## config.mk

```make
export PLATFORM = sky130hd
export DESIGN_NAME = ccu_read_top
export DESIGN_NICKNAME = d
export VERILOG_FILES = /design/src/verilog/ccu_pkg.sv /design/src/verilog/ccu_track_if.sv /design/src/verilog/rd_port_mux.sv /design/src/verilog/cm_addr_queue.sv /design/src/verilog/rack_tracker.sv /design/src/verilog/ccu_read_top.sv
export SDC_FILE = /design/constraint.sdc
export NUM_CORES = 1
export LEC_CHECK = 0
export ABC_CLOCK_PERIOD_IN_PS = 4050
export BUFFER_PORTS_ARGS = -buffer_cell sky130_fd_sc_hd__buf_4
export CELL_PAD_IN_SITES_DETAIL_PLACEMENT = 1
export CELL_PAD_IN_SITES_GLOBAL_PLACEMENT = 1
export CORE_MARGIN = 2
export CORE_UTILIZATION = 37
export CTS_CLUSTER_DIAMETER = 50
export DETAILED_ROUTE_END_ITERATION = 12
export GPL_ROUTABILITY_DRIVEN = 0
export GPL_TIMING_DRIVEN = 1
export PLACE_DENSITY_LB_ADDON = 0.12
export SYNTH_ARGS = -nofsm -noshare
export SYNTH_HDL_FRONTEND = slang
export SYNTH_HIERARCHICAL = 1
export SYNTH_SLANG_ARGS = --single-unit
```

## constraint.sdc

```tcl
create_clock -name clk_i -period 4.05 [get_ports clk_i]
set_input_delay 0.6075 -clock clk_i [delete_from_list [all_inputs] [get_ports clk_i]]
set_output_delay 0.6075 -clock clk_i [all_outputs]
set_load 0.03 [all_outputs]
```

## src/verilog/ccu_pkg.sv

```systemverilog
package ccu_pkg;

  // Bus widths
  localparam int unsigned ADDR_WIDTH    = 32;
  localparam int unsigned DATA_WIDTH    = 32;
  localparam int unsigned SLV_ID_WIDTH  = 3;
  localparam int unsigned MAX_PORTS_LOG = 1;

  // Snoop flag, then port index, then upstream ID
  localparam int unsigned MST_ID_WIDTH  = 1 + MAX_PORTS_LOG + SLV_ID_WIDTH;

  // Cache line index used by the conflict manager
  localparam int unsigned CM_ADDR_BASE  = 6;
  localparam int unsigned CM_ADDR_WIDTH = 10;

  localparam int unsigned TRACK_CAPACITY = 8;
  localparam int unsigned ACK_DEPTH      = 2;

  typedef logic [SLV_ID_WIDTH-1:0]  slv_id_t;
  typedef logic [MST_ID_WIDTH-1:0]  mst_id_t;
  typedef logic [CM_ADDR_WIDTH-1:0] cm_addr_t;

endpackage

```

## src/verilog/ccu_track_if.sv

```systemverilog
`timescale 1ns/1ps

interface ccu_track_if;
  import ccu_pkg::*;

  // Snooping AR accepted by the mux
  logic     trk_valid;
  logic     trk_ready;
  mst_id_t  trk_id;
  cm_addr_t trk_addr;

  // R beat handed over to a port
  logic     rsp_valid;
  logic     rsp_last;
  mst_id_t  rsp_id;
  logic     rsp_hold;

  modport mux (
    output trk_valid, trk_addr, trk_id,
    output rsp_valid, rsp_last, rsp_id,
    input  trk_ready, rsp_hold
  );

  modport queue (
    input  trk_valid, trk_id, trk_addr,
    output trk_ready
  );

  modport tracker (
    input  rsp_valid, rsp_last, rsp_id,
    output rsp_hold
  );

endinterface

```

## src/verilog/rd_port_mux.sv

```systemverilog
`timescale 1ns/1ps

module rd_port_mux #(
  parameter int unsigned NUM_PORTS = 2
) (
  input  logic                                           clk_i,
  input  logic                                           rst_i,

  input  logic             [NUM_PORTS-1:0]                slv_ar_valid_i,
  output logic             [NUM_PORTS-1:0]                slv_ar_ready_o,
  input  logic             [NUM_PORTS-1:0][ccu_pkg::ADDR_WIDTH-1:0] slv_ar_addr_i,
  input  ccu_pkg::slv_id_t [NUM_PORTS-1:0]                slv_ar_id_i,
  input  logic             [NUM_PORTS-1:0]                slv_ar_snoop_i,

  output logic             [NUM_PORTS-1:0]                slv_r_valid_o,
  input  logic             [NUM_PORTS-1:0]                slv_r_ready_i,
  output logic             [NUM_PORTS-1:0][ccu_pkg::DATA_WIDTH-1:0] slv_r_data_o,
  output ccu_pkg::slv_id_t [NUM_PORTS-1:0]                slv_r_id_o,
  output logic             [NUM_PORTS-1:0]                slv_r_last_o,

  output logic                                           mem_ar_valid_o,
  input  logic                                           mem_ar_ready_i,
  output logic             [ccu_pkg::ADDR_WIDTH-1:0]      mem_ar_addr_o,
  output ccu_pkg::mst_id_t                               mem_ar_id_o,
  input  logic                                           mem_r_valid_i,
  output logic                                           mem_r_ready_o,
  input  logic             [ccu_pkg::DATA_WIDTH-1:0]      mem_r_data_i,
  input  ccu_pkg::mst_id_t                               mem_r_id_i,
  input  logic                                           mem_r_last_i,

  ccu_track_if.mux                                       trk
);
  import ccu_pkg::*;

  logic [MAX_PORTS_LOG-1:0] rr_q;
  logic [MAX_PORTS_LOG-1:0] gnt_q;
  logic                     lock_q;
  logic [MAX_PORTS_LOG-1:0] sel;
  logic                     sel_valid;
  logic                     sel_snoop;
  logic                     ar_xfer;
  logic [MAX_PORTS_LOG-1:0] r_port;
  logic                     hold;

  //////////////////////////////////////////////////////////////////////
  // AR arbitration
  //////////////////////////////////////////////////////////////////////

  // First requester at or after the round-robin pointer
  always_comb begin
    sel = rr_q;
    if (lock_q) begin
      sel = gnt_q;
    end else begin
      for (int k = NUM_PORTS - 1; k >= 0; k--) begin
        if (slv_ar_valid_i[(int'(rr_q) + k) % NUM_PORTS]) begin
          sel = MAX_PORTS_LOG'((int'(rr_q) + k) % NUM_PORTS);
        end
      end
    end
  end

  assign sel_valid = slv_ar_valid_i[sel];
  assign sel_snoop = slv_ar_snoop_i[sel];

  // A snooping read stalls while the address queue is full
  assign mem_ar_valid_o = sel_valid && (!sel_snoop || trk.trk_ready);
  assign ar_xfer        = mem_ar_valid_o && mem_ar_ready_i;

  always_comb begin
    for (int p = 0; p < NUM_PORTS; p++) begin
      slv_ar_ready_o[p] = (sel == MAX_PORTS_LOG'(p)) && mem_ar_ready_i &&
                          (!sel_snoop || trk.trk_ready);
    end
  end

  always_ff @(posedge clk_i) begin
    if (rst_i) begin
      rr_q   <= '0;
      gnt_q  <= '0;
      lock_q <= 1'b0;
    end else if (ar_xfer) begin
      lock_q <= 1'b0;
      rr_q   <= MAX_PORTS_LOG'((int'(sel) + 1) % NUM_PORTS);
    end else if (sel_valid) begin
      // Keep the grant until the request goes through
      lock_q <= 1'b1;
      gnt_q  <= sel;
    end
  end

  assign mem_ar_addr_o = slv_ar_addr_i[sel];
  assign mem_ar_id_o   = {sel_snoop, sel, slv_ar_id_i[sel]};

  // Tracking fork, pushes together with the memory transfer
  assign trk.trk_valid = sel_valid && sel_snoop && mem_ar_ready_i;
  assign trk.trk_id    = mem_ar_id_o;
  assign trk.trk_addr  = slv_ar_addr_i[sel][CM_ADDR_BASE +: CM_ADDR_WIDTH];

  //////////////////////////////////////////////////////////////////////
  // R routing
  //////////////////////////////////////////////////////////////////////

  assign r_port = mem_r_id_i[SLV_ID_WIDTH +: MAX_PORTS_LOG];
  assign hold   = trk.rsp_hold;

  always_comb begin
    for (int p = 0; p < NUM_PORTS; p++) begin
      slv_r_valid_o[p] = mem_r_valid_i && !hold && (r_port == MAX_PORTS_LOG'(p));
      slv_r_data_o[p]  = mem_r_data_i;
      slv_r_id_o[p]    = mem_r_id_i[SLV_ID_WIDTH-1:0];
      slv_r_last_o[p]  = mem_r_last_i;
    end
  end

  assign mem_r_ready_o = slv_r_ready_i[r_port] && !hold;

  // Beat reported only when it actually reaches the port
  assign trk.rsp_valid = mem_r_valid_i && mem_r_ready_o;
  assign trk.rsp_last  = mem_r_last_i;
  assign trk.rsp_id    = mem_r_id_i;

endmodule

```

## src/verilog/cm_addr_queue.sv

```systemverilog
`timescale 1ns/1ps

module cm_addr_queue #(
  parameter int unsigned TRACK_CAPACITY = ccu_pkg::TRACK_CAPACITY
) (
  input  logic              clk_i,
  input  logic              rst_i,
  ccu_track_if.queue        trk,
  input  logic              pop_i,
  input  ccu_pkg::mst_id_t  pop_id_i,
  output ccu_pkg::cm_addr_t addr_o
);
  import ccu_pkg::*;

  localparam int unsigned IDX_W = (TRACK_CAPACITY > 1) ? $clog2(TRACK_CAPACITY) : 1;

  // Compacted storage, entry 0 is the oldest
  mst_id_t  [TRACK_CAPACITY-1:0] id_q, id_sh, id_d;
  cm_addr_t [TRACK_CAPACITY-1:0] addr_q, addr_sh, addr_d;
  logic     [TRACK_CAPACITY-1:0] valid_q, valid_sh, valid_d;
  logic     [IDX_W-1:0]          match_idx;
  logic     [IDX_W-1:0]          push_idx;
  logic                          match_found;
  logic                          remove;
  logic                          push;

  assign trk.trk_ready = !valid_q[TRACK_CAPACITY-1];
  assign push          = trk.trk_valid && trk.trk_ready;

  // Oldest matching entry wins
  always_comb begin
    match_found = 1'b0;
    match_idx   = '0;
    for (int i = TRACK_CAPACITY - 1; i >= 0; i--) begin
      if (valid_q[i] && (id_q[i] == pop_id_i)) begin
        match_found = 1'b1;
        match_idx   = IDX_W'(i);
      end
    end
  end

  assign remove = pop_i && match_found;
  assign addr_o = addr_q[match_idx];

  // Close the gap left by a removed entry
  always_comb begin
    for (int i = 0; i < TRACK_CAPACITY; i++) begin
      valid_sh[i] = valid_q[i];
      id_sh[i]    = id_q[i];
      addr_sh[i]  = addr_q[i];
      if (remove && (i >= int'(match_idx))) begin
        if (i < TRACK_CAPACITY - 1) begin
          valid_sh[i] = valid_q[i+1];
          id_sh[i]    = id_q[i+1];
          addr_sh[i]  = addr_q[i+1];
        end else begin
          valid_sh[i] = 1'b0;
        end
      end
    end
  end

  always_comb begin
    push_idx = '0;
    for (int i = TRACK_CAPACITY - 1; i >= 0; i--) begin
      if (!valid_sh[i]) begin
        push_idx = IDX_W'(i);
      end
    end
    valid_d = valid_sh;
    id_d    = id_sh;
    addr_d  = addr_sh;
    if (push) begin
      valid_d[push_idx] = 1'b1;
      id_d[push_idx]    = trk.trk_id;
      addr_d[push_idx]  = trk.trk_addr;
    end
  end

  always_ff @(posedge clk_i) begin
    if (rst_i) begin
      valid_q <= '0;
    end else begin
      valid_q <= valid_d;
    end
  end

  always_ff @(posedge clk_i) begin
    id_q   <= id_d;
    addr_q <= addr_d;
  end

endmodule

```

## src/verilog/rack_tracker.sv

```systemverilog
`timescale 1ns/1ps

module rack_tracker #(
  parameter int unsigned NUM_PORTS = 2,
  parameter int unsigned ACK_DEPTH = ccu_pkg::ACK_DEPTH
) (
  input  logic                 clk_i,
  input  logic                 rst_i,
  ccu_track_if.tracker         rsp,
  input  logic [NUM_PORTS-1:0] rack_i,
  output logic                 pop_o,
  output ccu_pkg::mst_id_t     pop_id_o,
  input  ccu_pkg::cm_addr_t    addr_i,
  output logic                 cm_req_o,
  output ccu_pkg::cm_addr_t    cm_addr_o
);
  import ccu_pkg::*;

  localparam int unsigned PTR_W = (ACK_DEPTH > 1) ? $clog2(ACK_DEPTH) : 1;
  localparam int unsigned CNT_W = $clog2(ACK_DEPTH + 1);

  mst_id_t                  id_mem [ACK_DEPTH];
  logic [PTR_W-1:0]         wr_ptr_q;
  logic [PTR_W-1:0]         rd_ptr_q;
  logic [CNT_W-1:0]         count_q;
  logic                     full;
  logic                     empty;
  logic                     push;
  logic                     pop;
  mst_id_t                  head_id;
  logic [MAX_PORTS_LOG-1:0] head_port;

  assign full  = (count_q == CNT_W'(ACK_DEPTH));
  assign empty = (count_q == '0);

  // Last beat of a snooping read waits here while no slot is free
  assign rsp.rsp_hold = full && rsp.rsp_last && rsp.rsp_id[MST_ID_WIDTH-1];

  assign push = rsp.rsp_valid && rsp.rsp_last && rsp.rsp_id[MST_ID_WIDTH-1];

  assign head_id   = id_mem[rd_ptr_q];
  assign head_port = head_id[SLV_ID_WIDTH +: MAX_PORTS_LOG];

  // Only the owner of the oldest pending read may acknowledge
  assign pop = !empty && rack_i[head_port];

  always_ff @(posedge clk_i) begin
    if (rst_i) begin
      wr_ptr_q <= '0;
      rd_ptr_q <= '0;
      count_q  <= '0;
    end else begin
      if (push) begin
        wr_ptr_q <= (wr_ptr_q == PTR_W'(ACK_DEPTH - 1)) ? '0 : wr_ptr_q + 1'b1;
      end
      if (pop) begin
        rd_ptr_q <= (rd_ptr_q == PTR_W'(ACK_DEPTH - 1)) ? '0 : rd_ptr_q + 1'b1;
      end
      case ({push, pop})
        2'b10:   count_q <= count_q + 1'b1;
        2'b01:   count_q <= count_q - 1'b1;
        default: count_q <= count_q;
      endcase
    end
  end

  always_ff @(posedge clk_i) begin
    if (push) begin
      id_mem[wr_ptr_q] <= rsp.rsp_id;
    end
  end

  assign pop_o     = pop;
  assign pop_id_o  = head_id;
  assign cm_req_o  = pop;
  assign cm_addr_o = addr_i;

endmodule

```

## src/verilog/ccu_read_top.sv

```systemverilog
`timescale 1ns/1ps

module ccu_read_top #(
  parameter int unsigned NUM_PORTS      = 2,
  parameter int unsigned TRACK_CAPACITY = ccu_pkg::TRACK_CAPACITY,
  parameter int unsigned ACK_DEPTH      = ccu_pkg::ACK_DEPTH
) (
  input  logic                                           clk_i,
  input  logic                                           rst_i,

  input  logic             [NUM_PORTS-1:0]                slv_ar_valid_i,
  output logic             [NUM_PORTS-1:0]                slv_ar_ready_o,
  input  logic             [NUM_PORTS-1:0][ccu_pkg::ADDR_WIDTH-1:0] slv_ar_addr_i,
  input  ccu_pkg::slv_id_t [NUM_PORTS-1:0]                slv_ar_id_i,
  input  logic             [NUM_PORTS-1:0]                slv_ar_snoop_i,
  output logic             [NUM_PORTS-1:0]                slv_r_valid_o,
  input  logic             [NUM_PORTS-1:0]                slv_r_ready_i,
  output logic             [NUM_PORTS-1:0][ccu_pkg::DATA_WIDTH-1:0] slv_r_data_o,
  output ccu_pkg::slv_id_t [NUM_PORTS-1:0]                slv_r_id_o,
  output logic             [NUM_PORTS-1:0]                slv_r_last_o,
  input  logic             [NUM_PORTS-1:0]                slv_rack_i,

  output logic                                           mem_ar_valid_o,
  input  logic                                           mem_ar_ready_i,
  output logic             [ccu_pkg::ADDR_WIDTH-1:0]      mem_ar_addr_o,
  output ccu_pkg::mst_id_t                               mem_ar_id_o,
  input  logic                                           mem_r_valid_i,
  output logic                                           mem_r_ready_o,
  input  logic             [ccu_pkg::DATA_WIDTH-1:0]      mem_r_data_i,
  input  ccu_pkg::mst_id_t                               mem_r_id_i,
  input  logic                                           mem_r_last_i,

  output logic                                           cm_req_o,
  output ccu_pkg::cm_addr_t                              cm_addr_o
);
  import ccu_pkg::*;

  ccu_track_if trk_if ();

  logic     lookup_pop;
  mst_id_t  lookup_id;
  cm_addr_t lookup_addr;

  rd_port_mux #(
    .NUM_PORTS (NUM_PORTS)
  ) i_rd_port_mux (
    .clk_i          (clk_i),
    .rst_i          (rst_i),
    .slv_ar_valid_i (slv_ar_valid_i),
    .slv_ar_ready_o (slv_ar_ready_o),
    .slv_ar_addr_i  (slv_ar_addr_i),
    .slv_ar_id_i    (slv_ar_id_i),
    .slv_ar_snoop_i (slv_ar_snoop_i),
    .slv_r_valid_o  (slv_r_valid_o),
    .slv_r_ready_i  (slv_r_ready_i),
    .slv_r_data_o   (slv_r_data_o),
    .slv_r_id_o     (slv_r_id_o),
    .slv_r_last_o   (slv_r_last_o),
    .mem_ar_valid_o (mem_ar_valid_o),
    .mem_ar_ready_i (mem_ar_ready_i),
    .mem_ar_addr_o  (mem_ar_addr_o),
    .mem_ar_id_o    (mem_ar_id_o),
    .mem_r_valid_i  (mem_r_valid_i),
    .mem_r_ready_o  (mem_r_ready_o),
    .mem_r_data_i   (mem_r_data_i),
    .mem_r_id_i     (mem_r_id_i),
    .mem_r_last_i   (mem_r_last_i),
    .trk            (trk_if)
  );

  cm_addr_queue #(
    .TRACK_CAPACITY (TRACK_CAPACITY)
  ) i_cm_addr_queue (
    .clk_i    (clk_i),
    .rst_i    (rst_i),
    .trk      (trk_if),
    .pop_i    (lookup_pop),
    .pop_id_i (lookup_id),
    .addr_o   (lookup_addr)
  );

  rack_tracker #(
    .NUM_PORTS (NUM_PORTS),
    .ACK_DEPTH (ACK_DEPTH)
  ) i_rack_tracker (
    .clk_i     (clk_i),
    .rst_i     (rst_i),
    .rsp       (trk_if),
    .rack_i    (slv_rack_i),
    .pop_o     (lookup_pop),
    .pop_id_o  (lookup_id),
    .addr_i    (lookup_addr),
    .cm_req_o  (cm_req_o),
    .cm_addr_o (cm_addr_o)
  );

endmodule

```

* Yosys cells after proc, flatten, opt, wreduce, memory -nomap -nowiden
Memories as Yosys holds them, arrays and structs flattened. A register that Yosys moved wholly into a read port is not among the register bits. Cells that the tools add are included.
Storage, ports and cells: latch bits 0, memories kept 1, output and inout port bits 126, bits in read-only memories 0, bits of input ports 120, RAM bits 10, word-level logic and storage cells 190, flip-flop bits (word level) 135
Cells by class: multiply operators 0, $add $sub $neg 6, magnitude comparators 15, shifts and indexed selects 0, equal/unequal tests 11, reductions and logical operators 45, muxes and demuxes 85, bitwise gates (word level) 4, div/mod/pow operators 0
Memory list:
- i_rack_tracker.id_mem | words 2, width 5, rd ports 1, clocked after Yosys merged registers in 1, wr ports 1, RTL line rack_tracker.sv:22 | mst_id_t id_mem [ACK_DEPTH];
Operators with widths (number):
- $mux 10 | 9
- $bwmux 80 | 1
- $mux 70 | 1
- $mux 32 | 2
- $mux 3 | 18
- $bwmux 40 | 1
- $eq 5x5->1 | 8
- $mux 5 | 8
- $mux 1 | 38
- $logic_and 1x1->1 | 36
- $mux 35 | 1
- $bmux 10 s3 | 1
- $demux 10 s3 | 1
- $demux 5 s3 | 1
- $lt 1x2->1 const B | 5
- $ge 3x3->1 const A | 3
- $lt 3x4->1 const B | 2
- $mux 8 | 1
- $or 8x8->8 | 1
- $ge 1x3->1 const A | 2
- $ge 2x3->1 const A | 2
- $add 1x1->1 const B | 4
- $eq 2x2->1 const B | 2
- $logic_not 1->1 | 4
- other kinds (12) | 14

* Logic depth before layout (Yosys ltp)
word-level depth 26, gate-level depth with buffers 16, mapped depth without buffers 11

* Cells and area by module
Netlist, hierarchy kept.
By module, submodules not included:
- cm_addr_queue | instances 1, area an instance 7103.1 um^2, cells an instance 644, sequential area each 2712.6 um^2
- rd_port_mux | instances 1, area an instance 1441.4 um^2, cells an instance 169, sequential area each 60.1 um^2
- rack_tracker | instances 1, area an instance 688.2 um^2, cells an instance 52, sequential area each 400.4 um^2

* Worst setup path after synthesis
OpenSTA, ideal clock, no wires.
path kind reg2reg, start reg with a tool-made name, end reg i_cm_addr_queue/addr_q[36] (netlist name), stages on the path, launching flop included 15, path buffers 3, setup time 123 ps, path slack -129 ps, data required time 3927 ps, data arrival time 4056 ps, cell sequence dfxtp_1 > mux2_2 > buf_4 > xor2_1 > nor4_1 > and3_1 > buf_6 > or4_4 > o21ai_4 > mux2_4 > o211a_4 > a2111oi_4 > nor4b_4 > buf_4 > mux2_1
RTL lines:
- to (signal assigned) | RTL line cm_addr_queue.sv:90 | addr_q <= addr_d;
- to (decl) | RTL line cm_addr_queue.sv:19 | cm_addr_t [TRACK_CAPACITY-1:0] addr_q, addr_sh, addr_d;

==> run metrics <==
Rel. slew slack=0.508; flops & latches, synth=146; period utilisation layout=1.00; RSZ-0062 raised after global routing=true; Clk pwr share=0.354; commonest non-fill, non-tap cell in the layout=buf_4; outcome=finished with violations; worst skew pair latency=440 ps; Via density=5.21; Hold Vio Cnt, Final=0; Comb power frac=0.268; Leak=5.10 nW; Mapped Cells=865; drt first pass iters=5; largest net degree at the start of global routing=50; grt ovf=0; PD cells=390 nW/µm²; Final ANT Viol Nets=0; core area=24400 µm²; TritonCTS buffer count=17; Initial Utilization=0.379; Post-Syn Nets=986; switching power share of the total=0.296; Die Width=162 µm; failing checks=setup timing; P_sw=1.35 mW; Slew Viols, Final=0; ANT cells=0; DP HPWL=18.9 mm; Seq/Total Area, Yosys=0.344; Critical Path RT=4370 ps; Post-Layout Inst Area=11700 µm²; H-Tree Depth=4; root buffer cell=clkbuf_16; final core utilization=0.480; top-area cell type share of the netlist area=0.289; layout cell share with drive strength beyond 1=0.589; # Max-Cap Violations=0; CTS max path bufs=2; fin nets=1097; measured slew at the worst slew-check pin=724 ps; io pins=246; row count=57; Top FF cell, synth=dfxtp_1; placed cell area=10200 µm²; Layout area overhead=26.9%; port bufs=149; largest fanout on the critical path=6; Reg clk slew, reported paths=70 ps; Remaining DRCs=0; Tmin final=4060 ps; critical path class=reg2reg; Arr. time, crit path=4380 ps; Worst Setup End Kind=flop; main area contributors after synthesis=mux2_2 (29%), dfxtp_1 (26%), buf_4 (9.2%); wirelength, routed=27.5 mm; async set or reset register ratio after synthesis=0; Post-Syn Area=9230 µm²; Num Clock Sinks=146; CTS tree=built; first-pass GRT wire length=41.0 mm; chip height=162 µm; EDFF count, synth=25; vias in the first global route=7531; highest-count cells in the layout ignoring fill and taps=buf_4 (211), mux2_2 (181), dfxtp_1 (120), mux2_4 (78), nand2_1 (73); CP Launch Type=flop; synthesized area per cell=10.7 µm²; die area=26200 µm²; fmax=246 MHz; Initial DRC Count=257; gr usage total=0.202; clk_skew=19.0 ps; sequential power share=0.377; hold crit path type=in2reg; Synth warnings=6; number of library cell types mapped by synthesis=68; antenna violations before repair=0; internal power=3.22 mW; via count=6841; area leader, netlist=mux2_2; final setup fails=4; WL per Instance=21.0 µm; Peak VDD IR=0.247 mV; final worst setup slack=-7.73 ps
## Yosys cell counts (2+ instances only)
master	number
a21oi_1	12
nor2b_1	5
nand2b_1	4
mux2i_1	26
and4b_1	2
nor2_1	18
mux2_2	237
xnor2_1	19
and2_1	2
buf_2	13
mux2_1	11
buf_1	6
nand2_1	73
nor3_1	4
o211ai_1	11
xor2_1	24
o211a_1	2
nand3_1	6
clkbuf_1	17
edfxtp_1	25
nor4_1	7
and3_1	9
inv_1	10
a31oi_1	3
o311a_1	2
dfxtp_1	121
nand3b_1	2
o21ai_1	2
o21ai_4	2
buf_6	2
o21ai_0	26
nand4_1	3
mux2_4	12
buf_4	113
## power groups by stage
stage | sequential, mW | clock (mW) | combinational (mW)
floorplan | 1.72 | 0 | 0.988
global placement | 1.74 | 0 | 1.09
detailed placement | 1.76 | 0 | 1.12
CTS | 1.73 | 1.65 | 1.16
global route | 1.74 | 1.70 | 1.32
finish | 1.73 | 1.62 | 1.23
## per-stage QoR
stage,cells,power (mW),hold slack (ps),setup slack [ps],setup TNS [ps]
floorplan,865,2.71,456,-29.6,-266
global placement,1233,2.83,472,95.5,0
detailed placement,1233,2.88,487,17.0,0
CTS,1295,4.54,364,-93.8,-3280
global route,1313,4.76,363,-145,-5030
finish,1313,4.57,372,-7.73,-21.5
## kinds of logic after synthesis
kind of cell	Yosys count	share of synthesized area
buffers and inverters	162	0.115
AND/OR/NAND/NOR	147	0.0793
XOR/XNOR	43	0.0408
flip-flops	146	0.344
multiplexers	287	0.352
adder cells (fa/ha/maj)	1	0.00135
AO/OA/AOI/OAI	79	0.0680
## registers in the layout, summed over array words and instances, names as in the netlist, named ones only
signal and flops:
i_cm_addr_queue/addr_q 80, i_cm_addr_queue/id_q 40, i_rack_tracker/id_mem 10, i_cm_addr_queue/valid_q 8, i_rack_tracker/count_q 2, i_rack_tracker/rd_ptr_q 1, i_rack_tracker/wr_ptr_q 1, i_rd_port_mux/gnt_q 1
i_rd_port_mux/lock_q 1, i_rd_port_mux/rr_q 1
## final cells by class
cell class / count / area (µm²)
clock inverter: 13 / 161
multi-input combinational: 558 / 5480
tap: 324 / 405
sequential: 146 / 3180
inverter: 11 / 41.3
fill: 2673 / 12700
timing repair buffer: 242 / 2020
clock buffer: 19 / 433
## path summary, 6_finish.rpt
path / start / endpoint / slack (ps) / depth (start not counted)
setup / recovery: flop / i_cm_addr_queue/addr_q[38] / -8 / 15
hold / removal: mem_r_id_i[1] / i_rack_tracker/id_mem[1][1] / 370 / 1
setup reg to reg: flop / i_cm_addr_queue/addr_q[38] / -8 / 15
hold reg to reg: i_rd_port_mux/rr_q / i_rd_port_mux/rr_q / 500 / 2
## repair_timing
item / CTS / global route
endpoints found under the setup margin: 16 / 135
hold buffers: 0 / 0
pin swaps: 16 / 20
resized for setup: 49 / 105
hold endpoints to repair: 0 / 0
setup buffers: 26 / 18
cloned: 4 / 3
## routing by layer
| metal | global-route usage | share of wire | up-vias | wire, µm |
|---|---|---|---|---|
| met5 | 0 | 0 | - | 0 |
| met4 | 0.0551 | 0.018 | 0 | 493 |
| met3 | 0.0345 | 0.036 | 44 | 986 |
| met2 | 0.387 | 0.53 | 164 | 14700 |
| met1 | 0.231 | 0.41 | 3437 | 11400 |
| li1 | - | - | 3196 | - |
## worst max-delay path, cell delays in order (launching register included)
cell	delay, ps
dfxtp_4	400
mux2_4	380
buf_6	140
buf_6	110
xnor2_2	110
nand4_1	140
nor3_4	90
or4_4	580
o21ai_4	190
mux2_4	330
o211a_4	150
a2111oi_4	340
nor4b_4	370
buf_4	190
buf_8	130
mux2_4	300
Note: power is estimated with default switching activity, not from simulation.
